### src/hw/branch_pkg.sv
`default_nettype none

package branch_pkg;

  localparam int SLOT_COUNT = 8;
  localparam int SLOT_IDX_W = 3;
  localparam int INST_W = 32;
  localparam int DATA_W = 32;
  localparam int PC_W = 32;
  localparam int DEP_W = 3;
  localparam int REG_W = 5;
  localparam int OFFSET_W = 10;
  localparam int OPC_W = 3;
  localparam int COND_W = 3;

  // instruction word layout from bit 0 up
  localparam int OPC_LSB = 0;
  localparam int COND_LSB = 3;
  localparam int DEPL_LSB = 6;
  localparam int DEPR_LSB = 9;
  localparam int RS1_LSB = 12;
  localparam int RS2_LSB = 17;
  localparam int OFF_LSB = 22;

  localparam logic [OPC_W-1:0] OP_BRANCH = 3'b101;

  // codes 6 and 7 never taken
  localparam logic [COND_W-1:0] COND_EQ = 3'd0;
  localparam logic [COND_W-1:0] COND_NE = 3'd1;
  localparam logic [COND_W-1:0] COND_LT = 3'd2;
  localparam logic [COND_W-1:0] COND_GE = 3'd3;
  localparam logic [COND_W-1:0] COND_LTU = 3'd4;
  localparam logic [COND_W-1:0] COND_GEU = 3'd5;

  localparam logic [SLOT_IDX_W-1:0] LAST_SLOT = SLOT_IDX_W'(SLOT_COUNT - 1);

  // scan controller states
  localparam int STATE_W = 3;
  localparam logic [STATE_W-1:0] ST_IDLE = 3'd0;
  localparam logic [STATE_W-1:0] ST_SCAN = 3'd1;
  localparam logic [STATE_W-1:0] ST_FETCH = 3'd2;
  localparam logic [STATE_W-1:0] ST_WAIT = 3'd3;
  localparam logic [STATE_W-1:0] ST_TAIL = 3'd4;

endpackage

`default_nettype wire

### src/hw/branch_ifs.sv
`timescale 1ns/10ps
`default_nettype none

// pending branch list between controller and locator
interface branch_list_if import branch_pkg::*; ();
  logic                  load;
  logic                  advance;
  logic                  any;
  logic [SLOT_IDX_W-1:0] index;
  logic                  last;

  modport ctrl (output load, output advance, input any, input index, input last);
  modport locator (input load, input advance, output any, output index, output last);
endinterface

// latched branch operands toward the compare stage
interface operand_if import branch_pkg::*; ();
  logic                opnd_valid;
  logic [COND_W-1:0]   cond;
  logic [DATA_W-1:0]   left;
  logic [DATA_W-1:0]   right;
  logic [PC_W-1:0]     pc;
  logic [OFFSET_W-1:0] offset;

  modport source (
    output opnd_valid, output cond, output left, output right, output pc, output offset
  );
  modport sink (
    input opnd_valid, input cond, input left, input right, input pc, input offset
  );
endinterface

`default_nettype wire

### src/hw/branch_detect_top.sv
`timescale 1ns/10ps
`default_nettype none

module branch_detect_top import branch_pkg::*; (
  input  logic                              w_BranchFifoFire_1,
  input  logic                              rstn,
  input  logic                              i_packet_valid,
  input  logic [SLOT_COUNT-1:0][INST_W-1:0] i_packet,
  input  logic [PC_W-1:0]                   i_packet_pc,
  output logic                              o_packet_ready,
  output logic                              o_grf_req,
  output logic [REG_W-1:0]                  o_rs1,
  output logic [REG_W-1:0]                  o_rs2,
  input  logic                              i_grf_valid,
  input  logic [DATA_W-1:0]                 i_grf_left,
  input  logic [DATA_W-1:0]                 i_grf_right,
  output logic                              o_bypass_req,
  output logic [DEP_W-1:0]                  o_dep_left,
  output logic [DEP_W-1:0]                  o_dep_right,
  input  logic                              i_bypass_valid,
  input  logic [DATA_W-1:0]                 i_bypass_left,
  input  logic [DATA_W-1:0]                 i_bypass_right,
  output logic                              o_issue_valid,
  output logic [SLOT_COUNT-1:0]             o_issue_mask,
  output logic [SLOT_COUNT-1:0][INST_W-1:0] o_issue_slots,
  output logic                              o_redirect_valid,
  output logic [PC_W-1:0]                   o_redirect_pc
);

  logic                  fetch_start;
  logic                  result_valid;
  logic                  taken;
  logic                  issue_fire;
  logic [SLOT_IDX_W-1:0] issue_lo;
  logic [SLOT_IDX_W-1:0] issue_hi;
  logic [INST_W-1:0]     branch_word;
  logic [PC_W-1:0]       branch_pc;

  branch_list_if list_bus ();
  operand_if     opnd_bus ();

  branch_scan_ctrl i_branch_scan_ctrl (
    .w_BranchFifoFire_1, .rstn, .i_packet_valid, .o_packet_ready,
    .list (list_bus.ctrl),
    .o_fetch_start (fetch_start),
    .i_result_valid (result_valid),
    .i_taken (taken),
    .o_issue_fire (issue_fire),
    .o_issue_lo (issue_lo),
    .o_issue_hi (issue_hi),
    .o_issue_valid, .o_redirect_valid
  );

  branch_locator i_branch_locator (
    .w_BranchFifoFire_1, .rstn, .i_packet,
    .list (list_bus.locator)
  );

  packet_store i_packet_store (
    .w_BranchFifoFire_1, .rstn,
    .i_load (list_bus.load),
    .i_packet, .i_packet_pc,
    .i_branch_index (list_bus.index),
    .o_branch_word (branch_word),
    .o_branch_pc (branch_pc),
    .i_issue_fire (issue_fire),
    .i_issue_lo (issue_lo),
    .i_issue_hi (issue_hi),
    .o_issue_mask, .o_issue_slots
  );

  operand_gather i_operand_gather (
    .w_BranchFifoFire_1, .rstn,
    .i_fetch_start (fetch_start),
    .i_branch_word (branch_word),
    .i_branch_pc (branch_pc),
    .o_grf_req, .o_rs1, .o_rs2, .i_grf_valid, .i_grf_left, .i_grf_right,
    .o_bypass_req, .o_dep_left, .o_dep_right,
    .i_bypass_valid, .i_bypass_left, .i_bypass_right,
    .opnd (opnd_bus.source)
  );

  branch_resolve i_branch_resolve (
    .w_BranchFifoFire_1, .rstn,
    .opnd (opnd_bus.sink),
    .o_result_valid (result_valid),
    .o_taken (taken),
    .o_target (o_redirect_pc)
  );

endmodule

`default_nettype wire

### src/hw/branch_locator.sv
`timescale 1ns/10ps
`default_nettype none

module branch_locator import branch_pkg::*; (
  input  logic                              w_BranchFifoFire_1,
  input  logic                              rstn,
  input  logic [SLOT_COUNT-1:0][INST_W-1:0] i_packet,
  branch_list_if.locator                    list
);

  logic [SLOT_COUNT-1:0] r_pending;
  logic [SLOT_COUNT-1:0] pending_rest;
  logic [SLOT_IDX_W-1:0] lowest;

  // pending list with its lowest bit removed
  assign pending_rest = r_pending & (r_pending - 1'b1);

  always_ff @(posedge w_BranchFifoFire_1 or negedge rstn) begin
    if (!rstn) begin
      r_pending <= '0;
    end else if (list.load) begin
      for (int i = 0; i < SLOT_COUNT; i++) begin
        r_pending[i] <= (i_packet[i][OPC_LSB +: OPC_W] == OP_BRANCH);
      end
    end else if (list.advance) begin
      r_pending <= pending_rest;
    end
  end

  // priority encoder where the lowest slot wins
  always_comb begin
    lowest = '0;
    for (int i = SLOT_COUNT - 1; i >= 0; i--) begin
      if (r_pending[i]) lowest = SLOT_IDX_W'(i);
    end
  end

  assign list.any = |r_pending;
  assign list.index = lowest;
  assign list.last = list.any && (pending_rest == '0);

  a_advance_needs_branch: assert property (
    @(posedge w_BranchFifoFire_1) disable iff (!rstn) list.advance |-> list.any
  );

endmodule

`default_nettype wire

### src/hw/branch_resolve.sv
`timescale 1ns/10ps
`default_nettype none

module branch_resolve import branch_pkg::*; (
  input  logic            w_BranchFifoFire_1,
  input  logic            rstn,
  operand_if.sink         opnd,
  output logic            o_result_valid,
  output logic            o_taken,
  output logic [PC_W-1:0] o_target
);

  logic            cond_true;
  logic [PC_W-1:0] target;

  always_comb begin
    case (opnd.cond)
      COND_EQ:  cond_true = (opnd.left == opnd.right);
      COND_NE:  cond_true = (opnd.left != opnd.right);
      COND_LT:  cond_true = ($signed(opnd.left) < $signed(opnd.right));
      COND_GE:  cond_true = ($signed(opnd.left) >= $signed(opnd.right));
      COND_LTU: cond_true = (opnd.left < opnd.right);
      COND_GEU: cond_true = (opnd.left >= opnd.right);
      default:  cond_true = 1'b0;
    endcase
  end

  // sign extended word offset
  assign target = opnd.pc + {{(PC_W - OFFSET_W - 2){opnd.offset[OFFSET_W-1]}},
                             opnd.offset, 2'b00};

  always_ff @(posedge w_BranchFifoFire_1 or negedge rstn) begin
    if (!rstn) o_result_valid <= 1'b0;
    else o_result_valid <= opnd.opnd_valid;
  end

  always_ff @(posedge w_BranchFifoFire_1) begin
    if (opnd.opnd_valid) begin
      o_taken <= cond_true;
      o_target <= target;
    end
  end

endmodule

`default_nettype wire

### src/hw/branch_scan_ctrl.sv
`timescale 1ns/10ps
`default_nettype none

module branch_scan_ctrl import branch_pkg::*; (
  input  logic                  w_BranchFifoFire_1,
  input  logic                  rstn,
  input  logic                  i_packet_valid,
  output logic                  o_packet_ready,
  branch_list_if.ctrl           list,
  output logic                  o_fetch_start,
  input  logic                  i_result_valid,
  input  logic                  i_taken,
  output logic                  o_issue_fire,
  output logic [SLOT_IDX_W-1:0] o_issue_lo,
  output logic [SLOT_IDX_W-1:0] o_issue_hi,
  output logic                  o_issue_valid,
  output logic                  o_redirect_valid
);

  logic [STATE_W-1:0]    r_state;
  logic [STATE_W-1:0]    nxt_state;
  logic [SLOT_IDX_W-1:0] r_next;
  logic                  r_more;
  logic                  branch_done;

  assign o_packet_ready = (r_state == ST_IDLE);
  assign list.load = o_packet_ready && i_packet_valid;
  assign branch_done = (r_state == ST_WAIT) && i_result_valid;
  assign list.advance = branch_done;
  assign o_fetch_start = (r_state == ST_FETCH);
  // each group starts one past the previous branch
  assign o_issue_lo = r_next;

  always_comb begin
    nxt_state = r_state;
    o_issue_fire = 1'b0;
    o_issue_hi = LAST_SLOT;
    case (r_state)
      ST_IDLE: begin
        if (list.load) nxt_state = ST_SCAN;
      end
      ST_SCAN: begin
        if (list.any) begin
          nxt_state = ST_FETCH;
        end else begin
          o_issue_fire = 1'b1;
          nxt_state = ST_TAIL;
        end
      end
      ST_FETCH: nxt_state = ST_WAIT;
      ST_WAIT: begin
        if (i_result_valid) begin
          o_issue_fire = 1'b1;
          o_issue_hi = list.index;
          nxt_state = (i_taken || list.last) ? ST_TAIL : ST_FETCH;
        end
      end
      ST_TAIL: begin
        // remaining slots after a not-taken last branch
        if (r_more) o_issue_fire = 1'b1;
        else nxt_state = ST_IDLE;
      end
      default: nxt_state = ST_IDLE;
    endcase
  end

  always_ff @(posedge w_BranchFifoFire_1 or negedge rstn) begin
    if (!rstn) begin
      r_state <= ST_IDLE;
      r_next <= '0;
      r_more <= 1'b0;
      o_issue_valid <= 1'b0;
      o_redirect_valid <= 1'b0;
    end else begin
      r_state <= nxt_state;
      o_issue_valid <= o_issue_fire;
      o_redirect_valid <= branch_done && i_taken;
      if (list.load) r_next <= '0;
      else if (branch_done) r_next <= list.index + 1'b1;
      if (branch_done) r_more <= !i_taken && list.last && (list.index != LAST_SLOT);
      else if (r_state == ST_TAIL) r_more <= 1'b0;
    end
  end

  a_no_issue_while_ready: assert property (
    @(posedge w_BranchFifoFire_1) disable iff (!rstn) !(o_issue_valid && o_packet_ready)
  );

endmodule

`default_nettype wire

### src/hw/operand_gather.sv
`timescale 1ns/10ps
`default_nettype none

module operand_gather import branch_pkg::*; (
  input  logic               w_BranchFifoFire_1,
  input  logic               rstn,
  input  logic               i_fetch_start,
  input  logic [INST_W-1:0]  i_branch_word,
  input  logic [PC_W-1:0]    i_branch_pc,
  output logic               o_grf_req,
  output logic [REG_W-1:0]   o_rs1,
  output logic [REG_W-1:0]   o_rs2,
  input  logic               i_grf_valid,
  input  logic [DATA_W-1:0]  i_grf_left,
  input  logic [DATA_W-1:0]  i_grf_right,
  output logic               o_bypass_req,
  output logic [DEP_W-1:0]   o_dep_left,
  output logic [DEP_W-1:0]   o_dep_right,
  input  logic               i_bypass_valid,
  input  logic [DATA_W-1:0]  i_bypass_left,
  input  logic [DATA_W-1:0]  i_bypass_right,
  operand_if.source          opnd
);

  logic need_bypass;
  logic grf_hit;
  logic bypass_hit;

  // any nonzero tag means a value still in flight
  assign need_bypass = (i_branch_word[DEPL_LSB +: DEP_W] != '0) ||
                       (i_branch_word[DEPR_LSB +: DEP_W] != '0);
  assign grf_hit = o_grf_req && i_grf_valid;
  assign bypass_hit = o_bypass_req && i_bypass_valid;

  always_ff @(posedge w_BranchFifoFire_1 or negedge rstn) begin
    if (!rstn) begin
      o_grf_req <= 1'b0;
      o_bypass_req <= 1'b0;
      opnd.opnd_valid <= 1'b0;
    end else begin
      if (i_fetch_start) begin
        o_grf_req <= !need_bypass;
        o_bypass_req <= need_bypass;
      end else begin
        if (grf_hit) o_grf_req <= 1'b0;
        if (bypass_hit) o_bypass_req <= 1'b0;
      end
      opnd.opnd_valid <= grf_hit || bypass_hit;
    end
  end

  always_ff @(posedge w_BranchFifoFire_1) begin
    if (i_fetch_start) begin
      o_rs1 <= i_branch_word[RS1_LSB +: REG_W];
      o_rs2 <= i_branch_word[RS2_LSB +: REG_W];
      o_dep_left <= i_branch_word[DEPL_LSB +: DEP_W];
      o_dep_right <= i_branch_word[DEPR_LSB +: DEP_W];
      opnd.cond <= i_branch_word[COND_LSB +: COND_W];
      opnd.offset <= i_branch_word[OFF_LSB +: OFFSET_W];
      opnd.pc <= i_branch_pc;
    end
    if (grf_hit) begin
      opnd.left <= i_grf_left;
      opnd.right <= i_grf_right;
    end else if (bypass_hit) begin
      opnd.left <= i_bypass_left;
      opnd.right <= i_bypass_right;
    end
  end

  a_one_source: assert property (
    @(posedge w_BranchFifoFire_1) disable iff (!rstn) !(o_grf_req && o_bypass_req)
  );

endmodule

`default_nettype wire

### src/hw/packet_store.sv
`timescale 1ns/10ps
`default_nettype none

module packet_store import branch_pkg::*; (
  input  logic                              w_BranchFifoFire_1,
  input  logic                              rstn,
  input  logic                              i_load,
  input  logic [SLOT_COUNT-1:0][INST_W-1:0] i_packet,
  input  logic [PC_W-1:0]                   i_packet_pc,
  input  logic [SLOT_IDX_W-1:0]             i_branch_index,
  output logic [INST_W-1:0]                 o_branch_word,
  output logic [PC_W-1:0]                   o_branch_pc,
  input  logic                              i_issue_fire,
  input  logic [SLOT_IDX_W-1:0]             i_issue_lo,
  input  logic [SLOT_IDX_W-1:0]             i_issue_hi,
  output logic [SLOT_COUNT-1:0]             o_issue_mask,
  output logic [SLOT_COUNT-1:0][INST_W-1:0] o_issue_slots
);

  logic [SLOT_COUNT-1:0][INST_W-1:0] r_packet;
  logic [PC_W-1:0]                   r_base_pc;
  logic [SLOT_COUNT-1:0]             range_mask;

  always_ff @(posedge w_BranchFifoFire_1) begin
    if (i_load) begin
      r_packet <= i_packet;
      r_base_pc <= i_packet_pc;
    end
  end

  assign o_branch_word = r_packet[i_branch_index];
  // four bytes per slot
  assign o_branch_pc = r_base_pc + PC_W'({i_branch_index, 2'b00});

  always_comb begin
    for (int i = 0; i < SLOT_COUNT; i++) begin
      range_mask[i] = (SLOT_IDX_W'(i) >= i_issue_lo) && (SLOT_IDX_W'(i) <= i_issue_hi);
      o_issue_slots[i] = o_issue_mask[i] ? r_packet[i] : '0;
    end
  end

  always_ff @(posedge w_BranchFifoFire_1 or negedge rstn) begin
    if (!rstn) o_issue_mask <= '0;
    else if (i_issue_fire) o_issue_mask <= range_mask;
  end

endmodule

`default_nettype wire

### config.mk
export PLATFORM = sky130hd
export DESIGN_NAME = branch_detect_top
export DESIGN_NICKNAME = d
export VERILOG_FILES = /design/src/hw/branch_pkg.sv /design/src/hw/branch_ifs.sv /design/src/hw/branch_detect_top.sv /design/src/hw/branch_locator.sv /design/src/hw/branch_resolve.sv /design/src/hw/branch_scan_ctrl.sv /design/src/hw/operand_gather.sv /design/src/hw/packet_store.sv
export SDC_FILE = /design/constraint.sdc
export NUM_CORES = 1
export LEC_CHECK = 0
export ABC_CLOCK_PERIOD_IN_PS = 11000
export BUFFER_PORTS_ARGS = -buffer_cell sky130_fd_sc_hd__buf_2
export CAP_MARGIN = 5
export CELL_PAD_IN_SITES_DETAIL_PLACEMENT = 1
export CELL_PAD_IN_SITES_GLOBAL_PLACEMENT = 1
export CORE_AREA = 2 2 285 287
export DETAILED_ROUTE_END_ITERATION = 10
export DIE_AREA = 0 0 287 289
export PLACE_DENSITY_LB_ADDON = 0.1
export SLEW_MARGIN = 20
export SYNTH_ARGS = -nofsm -noshare
export SYNTH_HDL_FRONTEND = slang
export SYNTH_SLANG_ARGS = --single-unit
### constraint.sdc
create_clock -name w_BranchFifoFire_1 -period 11 [get_ports w_BranchFifoFire_1]
set_clock_uncertainty 0.1 [all_clocks]
set_input_delay 0.55 -clock w_BranchFifoFire_1 [delete_from_list [all_inputs] [get_ports w_BranchFifoFire_1]]
set_output_delay 0.55 -clock w_BranchFifoFire_1 [all_outputs]
set_load 0.02 [all_outputs]
==> impl_metrics.tcl <==
set metrics [dict create \
    status "finished, final reports clean" \
    ir_drop_v 0.0002212 \
    wirelength_mm 93.51 \
    hold-worst-slack_ps 54.05 \
    finalCritPeriodShare_pct 43.12 \
    dr.pass1.iters 4 \
    cp.arrival_ps 5010 \
    synth_top_cell_area_share_pct 60.25 \
    syn_nets 2297 \
    htreeDepth 2 \
    cp-start-kind "flop" \
    path_class "reg2reg" \
    worstReg2RegEnd "i_operand_gather.opnd.pc[31]" \
    ff2ff_path_depth 14 \
    place_area_um2 27070 \
    critical_path.startpoint "i_branch_locator.r_pending[7]" \
    grt_antenna_before_repair 14 \
    async_flop_share_pct 6.105 \
    clock_latency_ps 620 \
    ys_seq_area_share_pct 63.51 \
    reg2reg_from "i_branch_locator.r_pending[7]" \
    fin_area_um2 31780 \
    synth_seq_cells 475 \
    yosysUniqueCellTypes 60 \
    syn_avg_cell_area_um2 12.29 \
    grt_pass1_wl_mm 134.0 \
    hp-class "in2reg" \
    dp_hpwl_mm 70.19 \
    ctsResizeCount 0 \
    p_per_area_nw_per_um2 304.5 \
    numCtsBuffers 59 \
    syn_area_um2 22230 \
    worst_slew_pin_slew_ps 1051 \
    overflow 0 \
    start_util_pct 27.82 \
    io-pin-count 738 \
    synth_ff_type "edfxtp_1" \
    drv_slew 0 \
    fin_ws_ps 6256 \
    rsz0062_at_grt "false" \
    nNetsFinal 3309 \
    syn_inst 1808 \
    drt-wirelength-per-cell_um 23.73 \
    cts_setup_buffers 0 \
    max_freq_mhz 210.8 \
    cts_hold_buf 278 \
    via_per_inst 4.619 \
    rows 104 \
    grt_pass1_vias 20048 \
    syn2layout_area_growth_pct 42.98 \
    die_w_um 287 \
    synth_top_cell_by_area "edfxtp_1" \
    slowest_stage "nor4_1" \
    max_stage_delay_ps 630 \
    synth.area.top_cells "edfxtp_1, and2_1, nand2_1" \
    place_ws_ps 6182 \
    setup_viol 0 \
    drc 0 \
    critPathRequiredTime_ps 11270 \
    drt.antenna.violating_nets 0 \
    endpoint_kind "flop" \
    hold-path-cell-count 1 \
    ys_warn_count 0 \
    worstPathCellList "nor2b_1 > o21bai_2 > a21oi_2 > o21ai_4 > inv_4 > ha_1 > a21o_1 > a21oi_1 > nor4_1 > and4_1 > nand4_1 > nor2_1 > nand3_1 > xnor2_1" \
    synth-edff-count 446 \
    cellLeakagePower_nw 13.26 \
    fin_tns_setup_ps 0 \
    clk_pin_slew_ps 60 \
    drt_iter0_markers 783 \
    cp_max_fo 57 \
    num_vias 18203 \
    cts_tree "built" \
    drive_above_1_share_pct 32.02 \
    die_h_um 289 \
    cap_violations 0 \
    n_fill_cell 8902 \
    timing.reg2reg.setup_slack_ps 6260 \
    hold-path-endpoint "i_packet_store.r_packet[194]" \
    hold_viol_final 0 \
    slew_headroom_pct 29.96 \
    post-route-min-period_ps 4744 \
    clock-sinks 475 \
    hold_start "i_packet[194]" \
    grt_max_degree 118 \
    root_buffer "clkbuf_16" \
    coreArea_um2 79900 \
    cts_buffer_depth 3 \
    grt_usage_pct 21.88 \
    io_buffers 737 \
    place_congestion 0.8380 \
    fp.dieArea_um2 82940 \
]
-- where the power goes --
part / internal (mW) / total [mW] / switching (mW) / leakage, nW
combinational: 1.53 / 4.68 / 3.15 / 7.88
sequential: 2.65 / 3.06 / 0.410 / 4.47
clock: 1.15 / 1.93 / 0.787 / 0.920
-- metrics by stage --
stage / power (mW) / util [%] / std cells
floorplan: 5.954 / - / 1808
global placement: 7.718 / 33.88 / 3541
detailed placement: 7.803 / 33.88 / 3541
CTS: 9.871 / 39.75 / 3930
global route: 10.33 / 39.76 / 3936
finish: 9.677 / 39.78 / 3941
-- worst max-delay path by stage --
stage	end	slack, ps
after floorplan	i_branch_locator.r_pending[2]	2740
after global placement	i_operand_gather.opnd.pc[31]	6350
after detailed placement	i_operand_gather.opnd.pc[31]	6180
after CTS	i_operand_gather.opnd.pc[31]	6180
after global routing	i_operand_gather.opnd.pc[31]	5770
final	i_operand_gather.opnd.pc[31]	6260
-- logic make-up after synthesis --
group | share of synthesized area (%)
multiplexers | 4.452
flip-flops | 63.51
XOR/XNOR | 2.049
adder cells (fa/ha/maj) | 3.895
AO/OA/AOI/OAI | 6.614
buffers and inverters | 2.370
AND/OR/NAND/NOR | 17.11
-- Yosys cell counts, types with 13 or more instances --
| cell | n |
|---|---|
| edfxtp_1 | 446 |
| mux2_2 | 71 |
| and2_1 | 259 |
| ha_1 | 66 |
| nand4_1 | 15 |
| a21oi_1 | 40 |
| nand3_1 | 116 |
| mux2i_1 | 19 |
| dfrtp_1 | 29 |
| a21o_1 | 22 |
| nor2_1 | 52 |
| nand2_1 | 267 |
| xor2_1 | 13 |
| o21ai_0 | 84 |
| xnor2_1 | 39 |
| inv_1 | 58 |
| clkbuf_1 | 63 |
-- area by class of cell --
class / instances / area (µm²) / share of cell area, %
diodes: 11 / 27.53 / 0.08661
clock buffers: 75 / 1579 / 4.968
clock inverters: 36 / 324.1 / 1.020
inverters: 59 / 235.2 / 0.7401
multi-input cells: 1196 / 7589 / 23.88
flip-flops and latches: 475 / 14130 / 44.45
well taps: 1060 / 1326 / 4.173
repair buffers: 1029 / 6576 / 20.69
-- flip-flops by register name, indices dropped and copies added, names as in the netlist, 5 cells and up --
| signal | flops |
|---|---|
| i_branch_resolve.o_target | 32 |
| i_operand_gather.o_rs1 | 5 |
| i_operand_gather.opnd.right | 32 |
| i_packet_store.r_base_pc | 32 |
| i_operand_gather.opnd.left | 32 |
| i_operand_gather.opnd.offset | 10 |
| i_operand_gather.opnd.pc | 32 |
| i_operand_gather.o_rs2 | 5 |
| i_packet_store.r_packet | 256 |
| i_packet_store.o_issue_mask | 8 |
| i_branch_locator.r_pending | 8 |
-- critical path: cells and delay by family, from the launching register on --
| kind | cells | cell delay, ps |
|---|---|---|
| adder cells (fa/ha/maj) | 1 | 310 |
| buffers and inverters | 1 | 570 |
| flip-flops | 1 | 450 |
| AO/OA/AOI/OAI | 5 | 1060 |
| XOR/XNOR | 1 | 140 |
| AND/OR/NAND/NOR | 6 | 1810 |
-- layout by cell type, fill, tap and decap left out, types with 39 or more instances in the layout --
cell,instances
a21oi_1,40
and2_1,259
buf_2,737
clkbuf_16,61
dlygate4sd3_1,278
edfxtp_1,446
ha_1,66
inv_1,54
mux2_2,71
nand2_1,265
nand3_1,116
nor2_1,52
o21ai_0,84
xnor2_1,39
-- layer usage --
layer	wire (µm)	share of wire, %	global-route usage [%]	vias to the layer above
met1	38710	41	26.59	9022
met2	47320	51	39.10	524
met3	5017	5.4	4.661	128
li1	-	-	-	8523
met4	2429	2.6	5.990	6
met5	44	0.047	0	-
(Power assumes the default switching activity.)
